**src/hw/isa_pkg.sv**
```systemverilog
package isa_pkg;

    // one moved value, and one code word.
    typedef logic [15:0] word_t;

    // destination field, upper six bits of an instruction.
    typedef logic [5:0] dest_addr_t;

    // source field, lower ten bits of an instruction.
    typedef logic [9:0] src_addr_t;

    // flag index for br/bn, taken from the low source bits.
    typedef logic [3:0] flag_sel_t;

    // every instruction is a single move from src to dest.
    typedef struct packed {
        dest_addr_t dest;
        src_addr_t  src;
    } instr_t;

    // destination operators.
    // writing here triggers control behaviour instead of a register load.
    localparam dest_addr_t DEST_BR      = 6'h38;
    localparam dest_addr_t DEST_BN      = 6'h39;
    localparam dest_addr_t DEST_RETADDR = 6'h3e;
    localparam dest_addr_t DEST_RETURN  = 6'h3f;

    // source addresses.
    // registers sit at the bottom of the source space.
    localparam src_addr_t SRC_RETADDR     = 10'h03e;
    // the whole 0x200 block is the 8-bit small constant.
    localparam src_addr_t SRC_SMALL_BLOCK = 10'h200;
    // read-only result registers from 0x300 up.
    localparam src_addr_t SRC_AD0         = 10'h300;
    localparam src_addr_t SRC_AND0        = 10'h330;
    localparam src_addr_t SRC_OR0         = 10'h334;
    localparam src_addr_t SRC_XOR0        = 10'h338;
    localparam src_addr_t SRC_FLAGS       = 10'h340;
    localparam src_addr_t SRC_NEG1        = 10'h360;
    // inline immediate, the next code word is the value.
    localparam src_addr_t SRC_IMM16       = 10'h3a0;

endpackage

```
**src/hw/core_pkg.sv**
```systemverilog
package core_pkg;

    // fetch state.
    // a skip state discards the word that sits in the instruction register.
    typedef enum logic [1:0] {
        RUN         = 2'd0,
        SKIP_IMM    = 2'd1,
        SKIP_BRANCH = 2'd2
    } fetch_state_e;

    // strobes of the instruction executing this cycle.
    // all of them are qualified by exec.
    typedef struct packed {
        logic exec;
        logic br;
        logic bn;
        logic ret;
        logic ret_load;
    } exec_ctrl_t;

    // flags word, readable as a source and indexed by br/bn.
    typedef struct packed {
        logic [7:0] ones;
        logic       eq;
        logic       gt;
        logic       lt;
        logic       ad0_zero;
        logic       ad0_carry;
        logic       and0_zero;
        logic [1:0] spare;
    } flags_t;

endpackage

```
**src/hw/fetch_sequencer.sv**
```systemverilog
`timescale 1ns/10ps

module fetch_sequencer
    import isa_pkg::*;
    import core_pkg::*;
#(
    parameter int NUM_REGS = 8
) (
    input  logic                sysreset,
    input  logic                sysclk,
    input  word_t               code_in,
    input  logic                code_ready,
    input  flags_t              flags,
    output exec_ctrl_t          ctrl,
    output instr_t              instr,
    output logic                branch_taken,
    output logic [NUM_REGS-1:0] r_load,
    output logic [NUM_REGS-1:0] r_read
);

    fetch_state_e state;
    fetch_state_e state_next;
    flag_sel_t    flag_sel;
    logic         flag_bit;
    logic         imm16_exec;

    // decode of the executing instruction.
    always_comb begin
        // nothing executes in reset, during a stall or in a skipped slot.
        ctrl.exec     = !sysclk && code_ready && (state == RUN);
        ctrl.br       = ctrl.exec && (instr.dest == DEST_BR);
        ctrl.bn       = ctrl.exec && (instr.dest == DEST_BN);
        ctrl.ret      = ctrl.exec && (instr.dest == DEST_RETURN);
        ctrl.ret_load = ctrl.exec && (instr.dest == DEST_RETADDR);
        imm16_exec    = ctrl.exec && (instr.src == SRC_IMM16);
    end

    // register file strobes, one cycle wide.
    always_comb begin
        for (int i = 0; i < NUM_REGS; i++) begin
            r_load[i] = ctrl.exec && (instr.dest == dest_addr_t'(i));
            r_read[i] = ctrl.exec && (instr.src == src_addr_t'(i));
        end
    end

    // branch condition from the selected flag.
    assign flag_sel     = flag_sel_t'(instr.src);
    assign flag_bit     = flags[flag_sel];
    assign branch_taken = (ctrl.br && flag_bit) || (ctrl.bn && !flag_bit);

    always_comb begin
        state_next = state;
        if (code_ready) begin
            case (state)
                RUN: begin
                    // the immediate word is now in the instruction register.
                    if (imm16_exec) begin
                        state_next = SKIP_IMM;
                    // the target slot is loaded either way, taken or not.
                    end else if (ctrl.br || ctrl.bn || ctrl.ret) begin
                        state_next = SKIP_BRANCH;
                    end
                end
                default: state_next = RUN;
            endcase
        end
    end

    always_ff @(posedge sysreset or posedge sysclk) begin
        if (sysclk) begin
            state <= RUN;
            instr <= '0;
        end else if (code_ready) begin
            state <= state_next;
            instr <= instr_t'(code_in);
        end
    end

endmodule

```
**src/hw/ipr_counter.sv**
```systemverilog
`timescale 1ns/10ps

module ipr_counter
    import isa_pkg::*;
    import core_pkg::*;
#(
    parameter int IPR_WIDTH = 16
) (
    input  logic                 sysreset,
    input  logic                 sysclk,
    input  logic                 code_ready,
    input  exec_ctrl_t           ctrl,
    input  logic                 branch_taken,
    input  word_t                code_in,
    input  word_t                move_data,
    output logic [IPR_WIDTH-1:0] code_addr,
    output word_t                return_addr
);

    logic [IPR_WIDTH-1:0] ipr;
    logic [IPR_WIDTH-1:0] ipr_next;

    // the pointer always addresses the word being fetched.
    assign code_addr = ipr;

    always_comb begin
        // on a branch, code_in is the target word fetched behind br/bn.
        if (branch_taken) begin
            ipr_next = IPR_WIDTH'(code_in);
        end else if (ctrl.ret) begin
            ipr_next = IPR_WIDTH'(return_addr);
        end else begin
            ipr_next = ipr + IPR_WIDTH'(1);
        end
    end

    always_ff @(posedge sysreset or posedge sysclk) begin
        if (sysclk) begin
            ipr         <= '0;
            return_addr <= '0;
        end else if (code_ready) begin
            ipr <= ipr_next;
            // return swaps pointer and return address.
            if (ctrl.ret) begin
                return_addr <= word_t'(ipr);
            end else if (ctrl.ret_load) begin
                return_addr <= move_data;
            end
        end
    end

endmodule

```
**src/hw/result_units.sv**
```systemverilog
`timescale 1ns/10ps

module result_units
    import isa_pkg::*;
    import core_pkg::*;
#(
    parameter int NUM_REGS = 8
) (
    input  logic                 sysreset,
    input  logic                 sysclk,
    input  word_t [NUM_REGS-1:0] r,
    input  logic                 load_operands,
    output word_t                ad0,
    output word_t                and0,
    output word_t                or0,
    output word_t                xor0,
    output flags_t               flags
);

    logic [16:0] ad0_sum;
    word_t       and0_comb;
    logic        load_ad0;
    logic        ad0_carry;
    logic        ad0_zero;
    logic        and0_zero;
    logic        eq0;
    logic        gt0;
    logic        lt0;

    // r0 and r1 are the operands of every unit here.
    // the stored carry chains one add into the next.
    assign ad0_sum   = {1'b0, r[0]} + {1'b0, r[1]} + 17'(ad0_carry);
    assign and0_comb = r[0] & r[1];

    // adder ad0.
    // loads one clock after an operand write, when r holds the new value.
    always_ff @(posedge sysreset or posedge sysclk) begin
        if (sysclk) begin
            load_ad0  <= 1'b0;
            ad0       <= '0;
            ad0_carry <= 1'b0;
            ad0_zero  <= 1'b0;
        end else begin
            load_ad0 <= load_operands;
            if (load_ad0) begin
                ad0       <= ad0_sum[15:0];
                ad0_carry <= ad0_sum[16];
                ad0_zero  <= ~|ad0_sum[15:0];
            end
        end
    end

    // bitwise results, free running.
    always_ff @(posedge sysreset or posedge sysclk) begin
        if (sysclk) begin
            and0 <= '0;
            or0  <= '0;
            xor0 <= '0;
        end else begin
            and0 <= and0_comb;
            or0  <= r[0] | r[1];
            xor0 <= r[0] ^ r[1];
        end
    end

    // comparator and and0 zero flag.
    // lt is derived from last cycle's eq and gt, so it lags one clock.
    always_ff @(posedge sysreset or posedge sysclk) begin
        if (sysclk) begin
            and0_zero <= 1'b0;
            eq0       <= 1'b0;
            gt0       <= 1'b0;
            lt0       <= 1'b0;
        end else begin
            and0_zero <= ~|and0_comb;
            eq0       <= (r[0] == r[1]);
            gt0       <= (r[0] > r[1]);
            lt0       <= !(eq0 || gt0);
        end
    end

    assign flags = '{
        ones:      8'hff,
        eq:        eq0,
        gt:        gt0,
        lt:        lt0,
        ad0_zero:  ad0_zero,
        ad0_carry: ad0_carry,
        and0_zero: and0_zero,
        spare:     2'b00
    };

endmodule

```
**src/hw/source_mux.sv**
```systemverilog
`timescale 1ns/10ps

module source_mux
    import isa_pkg::*;
    import core_pkg::*;
#(
    parameter int NUM_REGS = 8
) (
    input  instr_t               instr,
    input  word_t [NUM_REGS-1:0] r,
    input  word_t                code_in,
    input  word_t                return_addr,
    input  word_t                ad0,
    input  word_t                and0,
    input  word_t                or0,
    input  word_t                xor0,
    input  flags_t               flags,
    output word_t                move_data
);

    always_comb begin
        move_data = '0;
        // register file at the bottom of the source space.
        if (instr.src < src_addr_t'(NUM_REGS)) begin
            move_data = r[instr.src];
        // small constant, the low byte of the instruction itself.
        end else if (instr.src[9:8] == SRC_SMALL_BLOCK[9:8]) begin
            move_data = {8'h00, instr.src[7:0]};
        end else begin
            case (instr.src)
                SRC_RETADDR: move_data = return_addr;
                SRC_AD0:     move_data = ad0;
                SRC_AND0:    move_data = and0;
                SRC_OR0:     move_data = or0;
                SRC_XOR0:    move_data = xor0;
                SRC_FLAGS:   move_data = word_t'(flags);
                SRC_NEG1:    move_data = '1;
                // the next code word is on code_in this cycle.
                SRC_IMM16:   move_data = code_in;
                // unmapped sources read as zero.
                default:     move_data = '0;
            endcase
        end
    end

endmodule

```
**src/hw/synapse316_core.sv**
```systemverilog
`timescale 1ns/10ps

module synapse316_core
    import isa_pkg::*;
    import core_pkg::*;
#(
    parameter int IPR_WIDTH = 16,
    parameter int NUM_REGS  = 8
) (
    input  logic                 sysreset,
    input  logic                 sysclk,
    output logic [IPR_WIDTH-1:0] code_addr,
    input  word_t                code_in,
    input  logic                 code_ready,
    input  word_t [NUM_REGS-1:0] r,
    output logic [NUM_REGS-1:0]  r_read,
    output logic [NUM_REGS-1:0]  r_load,
    output word_t                r_load_data
);

    exec_ctrl_t ctrl;
    instr_t     instr;
    logic       branch_taken;
    logic       load_operands;
    word_t      return_addr;
    word_t      move_data;
    word_t      ad0;
    word_t      and0;
    word_t      or0;
    word_t      xor0;
    flags_t     flags;

    // every move writes the mux output.
    assign r_load_data = move_data;
    // r0 and r1 feed the result units.
    assign load_operands = r_load[0] | r_load[1];

    fetch_sequencer #(
        .NUM_REGS (NUM_REGS)
    ) u_fetch_sequencer (
        .sysreset     (sysreset),
        .sysclk       (sysclk),
        .code_in      (code_in),
        .code_ready   (code_ready),
        .flags        (flags),
        .ctrl         (ctrl),
        .instr        (instr),
        .branch_taken (branch_taken),
        .r_load       (r_load),
        .r_read       (r_read)
    );

    ipr_counter #(
        .IPR_WIDTH (IPR_WIDTH)
    ) u_ipr_counter (
        .sysreset     (sysreset),
        .sysclk       (sysclk),
        .code_ready   (code_ready),
        .ctrl         (ctrl),
        .branch_taken (branch_taken),
        .code_in      (code_in),
        .move_data    (move_data),
        .code_addr    (code_addr),
        .return_addr  (return_addr)
    );

    result_units #(
        .NUM_REGS (NUM_REGS)
    ) u_result_units (
        .sysreset      (sysreset),
        .sysclk        (sysclk),
        .r             (r),
        .load_operands (load_operands),
        .ad0           (ad0),
        .and0          (and0),
        .or0           (or0),
        .xor0          (xor0),
        .flags         (flags)
    );

    source_mux #(
        .NUM_REGS (NUM_REGS)
    ) u_source_mux (
        .instr       (instr),
        .r           (r),
        .code_in     (code_in),
        .return_addr (return_addr),
        .ad0         (ad0),
        .and0        (and0),
        .or0         (or0),
        .xor0        (xor0),
        .flags       (flags),
        .move_data   (move_data)
    );

endmodule

```
**config.mk**
```make
export PLATFORM = sky130hd
export DESIGN_NAME = synapse316_core
export DESIGN_NICKNAME = d
export VERILOG_FILES = /design/src/hw/isa_pkg.sv /design/src/hw/core_pkg.sv /design/src/hw/fetch_sequencer.sv /design/src/hw/ipr_counter.sv /design/src/hw/result_units.sv /design/src/hw/source_mux.sv /design/src/hw/synapse316_core.sv
export SDC_FILE = /design/constraint.sdc
export NUM_CORES = 1
export LEC_CHECK = 0
export BUFFER_PORTS_ARGS = -buffer_cell sky130_fd_sc_hd__buf_2
export CORE_MARGIN = 5
export CORE_UTILIZATION = 50
export CTS_CLUSTER_DIAMETER = 30
export DETAILED_ROUTE_END_ITERATION = 12
export GPL_TIMING_DRIVEN = 1
export PLACE_DENSITY = 0.77
export SLEW_MARGIN = 20
export SYNTH_ARGS = -nofsm -noshare
export SYNTH_HDL_FRONTEND = slang
export SYNTH_HIERARCHICAL = 1
export SYNTH_SLANG_ARGS = --single-unit
```
**constraint.sdc**
```tcl
create_clock -name sysreset -period 7.6 [get_ports sysreset]
set_input_delay 0.76 -clock sysreset [delete_from_list [all_inputs] [get_ports sysreset]]
set_output_delay 0.76 -clock sysreset [all_outputs]
set_load 0.01 [all_outputs]
```
==> results by group, run 1 <==
Clocking
  • Bufs on Longest Clock Path: 2
  • Postcts setup bufs: 0
  • CTS Sinks: 121
  • Clock latency on the worst-skew pair: 0.42 ns
  • CTS Buf Count: 17
  • CTS tree: yes
  • Clock Root Buffer: clkbuf_16
  • # hold bufs at CTS: 0
  • Reg clk slew, reported paths: 0.05 ns
  • H-tree level count: 4
  • Gates resized, CTS repair: 0

Logic synthesis
  • Post-Syn Area: 9240 um^2
  • Mapped Cells: 983
  • Mean area per synthesized cell: 9.40 um^2
  • Synth Warn #: 6

Die
  • Row count: 49
  • Io pins: 195
  • Area of the die: 21300 um^2
  • Width of the die: 146 um
  • Starting Density: 51.1%
  • DIE HEIGHT: 146 um
  • Core area: 18100 um^2

Final layout
  • NumNets Final: 1336
  • N_diodes: 0
  • Footprint of the multi-input gates: 5430 um^2
  • Synth-to-Final Area Change: 15.8%
  • Most common cell after layout, fill and taps aside: buf_2
  • Layout cell share with drive strength beyond 1: 26.8%
  • Fill cells: 1557
  • Most frequent cells in the layout: buf_2 (194), dfrtp_1 (119), inv_1 (79), nand2_1 (79), mux2i_1 (64)
  • Sequential cell area: 3030 um^2

Worst setup path
  • Max FO, Critical Path: 32
  • Reg2reg setup slack: 4.06 ns
  • CP endpoint kind: primary output
  • Crit-path cells: buf_4 > nor2b_1 > a22oi_1 > nand3_1 > o221ai_1 > a211o_1 > buf_2
  • CP Launch Type: flip-flop
  • Kind of critical path: reg2out
  • Critical path's top delay family: simple AND/OR/NAND/NOR gates
  • Stages on the worst setup path: 7
  • R2R cell count: 11
  • FF-to-FF End: u_ipr_counter/code_addr[7]$_DFFE_PP0P_
  • Worst r2r src: u_fetch_sequencer/instr[0]$_DFFE_PP0P_
  • Slowest cell on crit path: nor2b_1
  • Critical path buffers and inverters: 2
  • Crit path DAT: 3.29 ns
  • Critical path required time: 6.84 ns
  • Crit path largest cell delay: 0.75 ns

Worst hold path
  • Worst hold path type: in2async

Placed design
  • DP Wirelength: 23200 um
  • PortBufs: 194
  • GP Congestion: 0.975

Timing
  • Worst Tran Pin Value: 1.02 ns
  • Max Slew Vio Count: 0
  • RSZ-0062 raised after global routing: false
  • Final count of hold timing violations: 0
  • Finish-stage setup viols: 0
  • Period utilization: 53.3%
  • Clock Skew: 0.00523 ns
  • Setup total negative slack: 0 ns
  • Slew HR: 31.7%
  • Achievable clock frequency: 0.247 GHz
  • Post-layout min period: 4.05 ns

Route
  • Drt wl/cell: 22.1 um
  • Routed Antenna Nets: 0
  • DR pass1 iterations: 5
  • Final WL: 30500 um
  • Vias: 8578
  • Vias per std cell: 6.22
  • Remaining DRCs: 0
  • Initial drt markers: 982

Run status
  • Outcome: finished clean

GRT
  • First-pass GRT wire length: 47100 um
  • Total track usage: 28.1%
  • Number of global-route vias before repair: 8262
  • GR Overflow Total: 0
  • Antenna violations before repair: 0
  • Largest net degree at the start of global routing: 72

Power
  • Tot Pwr: 2220 uW
  • Pwr dens: 208 nW/um^2
  • Maximum VDD drop: 0.173 mV
  • P_leak: 0.00493 uW

Flow run
  • Max Cap Violations: 0
## flip-flops by register name, indices dropped and copies added (netlist names), 2 cells and up
name and flops:
u_fetch_sequencer/instr 16, u_ipr_counter/code_addr 16, u_ipr_counter/return_addr 16, u_result_units/ad0 16
u_result_units/and0 16, u_result_units/or0 16, u_result_units/xor0 16, u_fetch_sequencer/state 2
## worst min-delay path: stages
cell   delay (ns)
buf_2        0.13
inv_1        0.05
buf_4        0.37
## per-stage QoR
step	hold WS (ns)	std cells	worst slack, ns	instance area, um^2	utilization [%]
after floorplan	0.398	991	4.27	9270	-
after global placement	0.417	1348	3.68	10100	55.8
after detailed placement	0.450	1348	3.57	10100	55.8
after CTS	0.461	1380	3.59	10700	59.1
after global routing	0.486	1380	3.41	10700	59.1
final	0.470	1380	3.55	10700	59.1
## how the worst max path moves through the flow
| stage | start | endpoint | slack, ns |
|---|---|---|---|
| finish | u_fetch_sequencer/instr[0]$_DFFE_PP0P_ | r_load_data[7] | 3.55 |
| global route | u_fetch_sequencer/instr[0]$_DFFE_PP0P_ | r_load_data[7] | 3.41 |
| CTS | u_fetch_sequencer/instr[0]$_DFFE_PP0P_ | r_load_data[7] | 3.59 |
| detailed placement | code_ready | u_ipr_counter/code_addr[13]$_DFFE_PP0P_ | 3.57 |
| global placement | code_ready | u_ipr_counter/code_addr[13]$_DFFE_PP0P_ | 3.68 |
| floorplan | r[0] | u_result_units/ad0_zero$_DFFE_PP0P_ | 4.27 |
## layer usage
layer,track usage [%],wire length [um]
met3,4.95,3130
met5,0,0
met2,44.2,14000
met1,39.1,12400
met4,10.2,962
## final cells by class
class                           count  area share [%]
Clock buffer                       20            4.18
Clock inverter                     12            1.40
Inverter                           80            2.81
Multi-Input combinational cell    714            50.8
Sequential cell                   121            28.4
Tap cell                          229            2.68
Timing Repair Buffer              204            9.78
## report_power, final
group	total, uW	internal (uW)	leakage (uW)	switching [uW]
clock network	814	521	0.000286	292
logic	570	248	0.00317	322
registers	838	727	0.00147	111
total	2220	1500	0.00493	725
No activity file was read; power rests on OpenSTA's default activity.
==> run 2: changes to the inputs <==
==> constraint.sdc (replaced) <==
create_clock -name sysreset -period 4.17 [get_ports sysreset]
set_input_delay 0.417 -clock sysreset [delete_from_list [all_inputs] [get_ports sysreset]]
set_output_delay 0.417 -clock sysreset [all_outputs]
set_load 0.01 [all_outputs]
==> run 2 against run 1 <==
Compared with the run above:
- first-iteration DRC count down 9.5%
- flip-flop and latch count unchanged
- clock power up 100%
- clock skew up 0.0059 ns
- clock-buffer cell count down 1
- critical endpoint unchanged
- largest power group is now clock
- highest routed layer unchanged
==> results by group, run 2 (synthesized netlist as in run 1, its figures left out) <==
Clocking
  • H-tree level count: 4 (unchanged)
  • CTS Buf Count: 17 (unchanged)
  • Clock Root Buffer: clkbuf_16
  • CTS tree: yes
  • Gates resized, CTS repair: 0 (unchanged)
  • CTS Sinks: 121 (unchanged)
  • Postcts setup bufs: 0 (unchanged)
  • # hold bufs at CTS: 0 (unchanged)
  • Reg clk slew, reported paths: 0.06 ns (about the same)
  • Clock latency on the worst-skew pair: 0.42 ns (about the same)
  • Bufs on Longest Clock Path: 2 (unchanged)

Timing
  • Clock Skew: 0.0111 ns (+0.00588 ns)
  • Final count of hold timing violations: 0 (unchanged)
  • Post-layout min period: 3.51 ns
  • Period utilization: 84.1%
  • Setup total negative slack: 0 ns (unchanged)
  • RSZ-0062 raised after global routing: false
  • Slew HR: 45.6% (+14 points)
  • Worst Tran Pin Value: 0.815 ns (-0.210 ns)
  • Finish-stage setup viols: 0 (unchanged)
  • Max Slew Vio Count: 0 (unchanged)
  • Achievable clock frequency: 0.285 GHz

Die
  • DIE HEIGHT: 146 um (unchanged)
  • Starting Density: 51.1% (unchanged)
  • Width of the die: 146 um (unchanged)
  • Area of the die: 21300 um^2 (unchanged)
  • Io pins: 195 (unchanged)
  • Core area: 18100 um^2 (unchanged)
  • Row count: 49 (unchanged)

Worst setup path
  • Critical path required time: 3.75 ns (-3.09 ns)
  • Crit path DAT: 3.09 ns (-0.20 ns)
  • Crit path largest cell delay: 0.69 ns (-0.06 ns)
  • Crit-path cells: buf_4 > mux4_2 > nand2b_1 > nand3_1 > o221ai_1 > a211o_1 > buf_2
  • Max FO, Critical Path: 39 (+22%)
  • Crit. Startpoint: u_fetch_sequencer/instr[1]$_DFFE_PP0P_
  • R2R cell count: 11 (unchanged)
  • Reg2reg setup slack: 0.92 ns (-3.14 ns)
  • Worst r2r src: u_result_units/ad0_carry$_DFFE_PP0P_
  • Kind of critical path: reg2out
  • CP endpoint kind: primary output
  • FF-to-FF End: u_result_units/ad0_zero$_DFFE_PP0P_
  • Slowest cell on crit path: dfrtp_4
  • CP Launch Type: flip-flop

Power
  • Clk pwr share: 39.2% (+2.6 points)
  • Pwr dens: 392 nW/um^2 (+89%)
  • Sequential share of power: 36.1% (-1.6 points)
  • Pint: 2880 uW (+92%)
  • Combinational group share of total power: 24.7% (-0.9 points)
  • Maximum VDD drop: 0.306 mV (+77%)
  • Switching Fraction: 32.1% (-0.52 points)
  • Switching power: 1360 uW (+88%)
  • P_leak: 0.00498 uW (+1.2%)
  • Tot Pwr: 4240 uW (+91%)

GRT
  • Largest net degree at the start of global routing: 57 (-21%)
  • Total track usage: 28.9% (+0.81 points)
  • First-pass GRT wire length: 48400 um (+2.7%)
  • Antenna violations before repair: 0 (unchanged)
  • Number of global-route vias before repair: 8422 (+1.9%)
  • GR Overflow Total: 0 (unchanged)

Final layout
  • Sequential cell area: 3030 um^2 (unchanged)
  • N_diodes: 0 (unchanged)
  • Most frequent cells in the layout: buf_2 (194), dfrtp_1 (119), inv_1 (79), nand2_1 (79), mux2i_1 (64)
  • NumNets Final: 1342 (+0.45%)
  • Layout cell share with drive strength beyond 1: 27.4% (+0.55 points)
  • Most common cell after layout, fill and taps aside: buf_2
  • Fill cells: 1559 (+0.13%)
  • Synth-to-Final Area Change: 17.1%
  • Footprint of the multi-input gates: 5430 um^2 (unchanged)

Route
  • Routed Antenna Nets: 0 (unchanged)
  • Initial drt markers: 889 (-9.5%)
  • Vias: 8685 (+1.2%)
  • Final WL: 31300 um (+2.6%)
  • DR pass1 iterations: 6 (+1)
  • Drt wl/cell: 22.6 um (+2.2%)
  • Vias per std cell: 6.27 (+0.81%)
  • Remaining DRCs: 0 (unchanged)

Worst hold path
  • Worst hold path type: in2async

Run status
  • Outcome: finished clean

Flow run
  • Max Cap Violations: 0 (unchanged)

Placed design
  • DP Wirelength: 24300 um (+4.6%)
  • PortBufs: 194 (unchanged)
  • GP Congestion: 0.932 (-4.4%)
-- run 2: cell types whose count changed in the layout (fill, tap and decap cells not counted), sizes merged --
cell / previous run / this run
buf: 204 / 210
clkinv: 6 / 3
bufinv: 3 / 5
clkbuf: 20 / 19
clkinvlp: 3 / 4
inv: 80 / 81
-- run 2: worst max-delay path: cells and delay by family (launching register included) --
kind / cells / cell delay [ns]
AO/OA/AOI/OAI: 2 / 0.47
buffers and inverters: 2 / 0.76
flip-flops: 1 / 0.69
multiplexers: 1 / 0.40
AND/OR/NAND/NOR: 2 / 0.31
-- run 2: per-layer routing --
| layer | global-route usage (%) | wire (um) |
|---|---|---|
| met1 | 38.8 | 12700 |
| met2 | 46.1 | 14400 |
| met3 | 6.14 | 3020 |
| met4 | 10.9 | 1120 |
| met5 | 0 | 0 |
-- run 2: through the flow --
stage / instance area, um^2 / hold slack (ns) / setup WS, ns / utilization, % / instances
2_1_floorplan: 9270 / 0.356 / 1.18 / - / 991
3_3_place_gp: 10100 / 0.443 / 0.918 / 56.1 / 1354
3_5_place_dp: 10100 / 0.447 / 0.829 / 56.1 / 1354
4_1_cts: 10800 / 0.150 / 0.694 / 59.8 / 1386
5_1_grt: 10800 / 0.183 / 0.556 / 59.8 / 1386
6_report: 10800 / 0.138 / 0.663 / 59.8 / 1386
-- run 2: how the worst max path moves through the flow --
stage                                                     end  slack [ns]
after floorplan           u_result_units/ad0_zero$_DFFE_PP0P_        1.18
after global placement    u_result_units/ad0_zero$_DFFE_PP0P_        0.92
after detailed placement  u_result_units/ad0_zero$_DFFE_PP0P_        0.83
after CTS                                     r_load_data[13]        0.69
after global routing                          r_load_data[13]        0.56
final                                          r_load_data[7]        0.66
-- run 2: power by group through the flow --
| stage | clock network (uW) | logic (uW) | registers [uW] |
|---|---|---|---|
| finish | 1660 | 1050 | 1530 |
| global route | 1720 | 1130 | 1550 |
| CTS | 1670 | 1030 | 1530 |
| detailed placement | 0 | 1020 | 1540 |
| global placement | 0 | 997 | 1540 |
| floorplan | 0 | 719 | 1470 |
-- run 2: layout make-up --
class / count / share of cell area (%)
multi-input cells: 714 / 50.2
inverters: 80 / 2.79
well taps: 229 / 2.65
clock buffers: 19 / 4.19
repair buffers: 210 / 10.1
flip-flops and latches: 121 / 28.0
clock inverters: 13 / 1.99
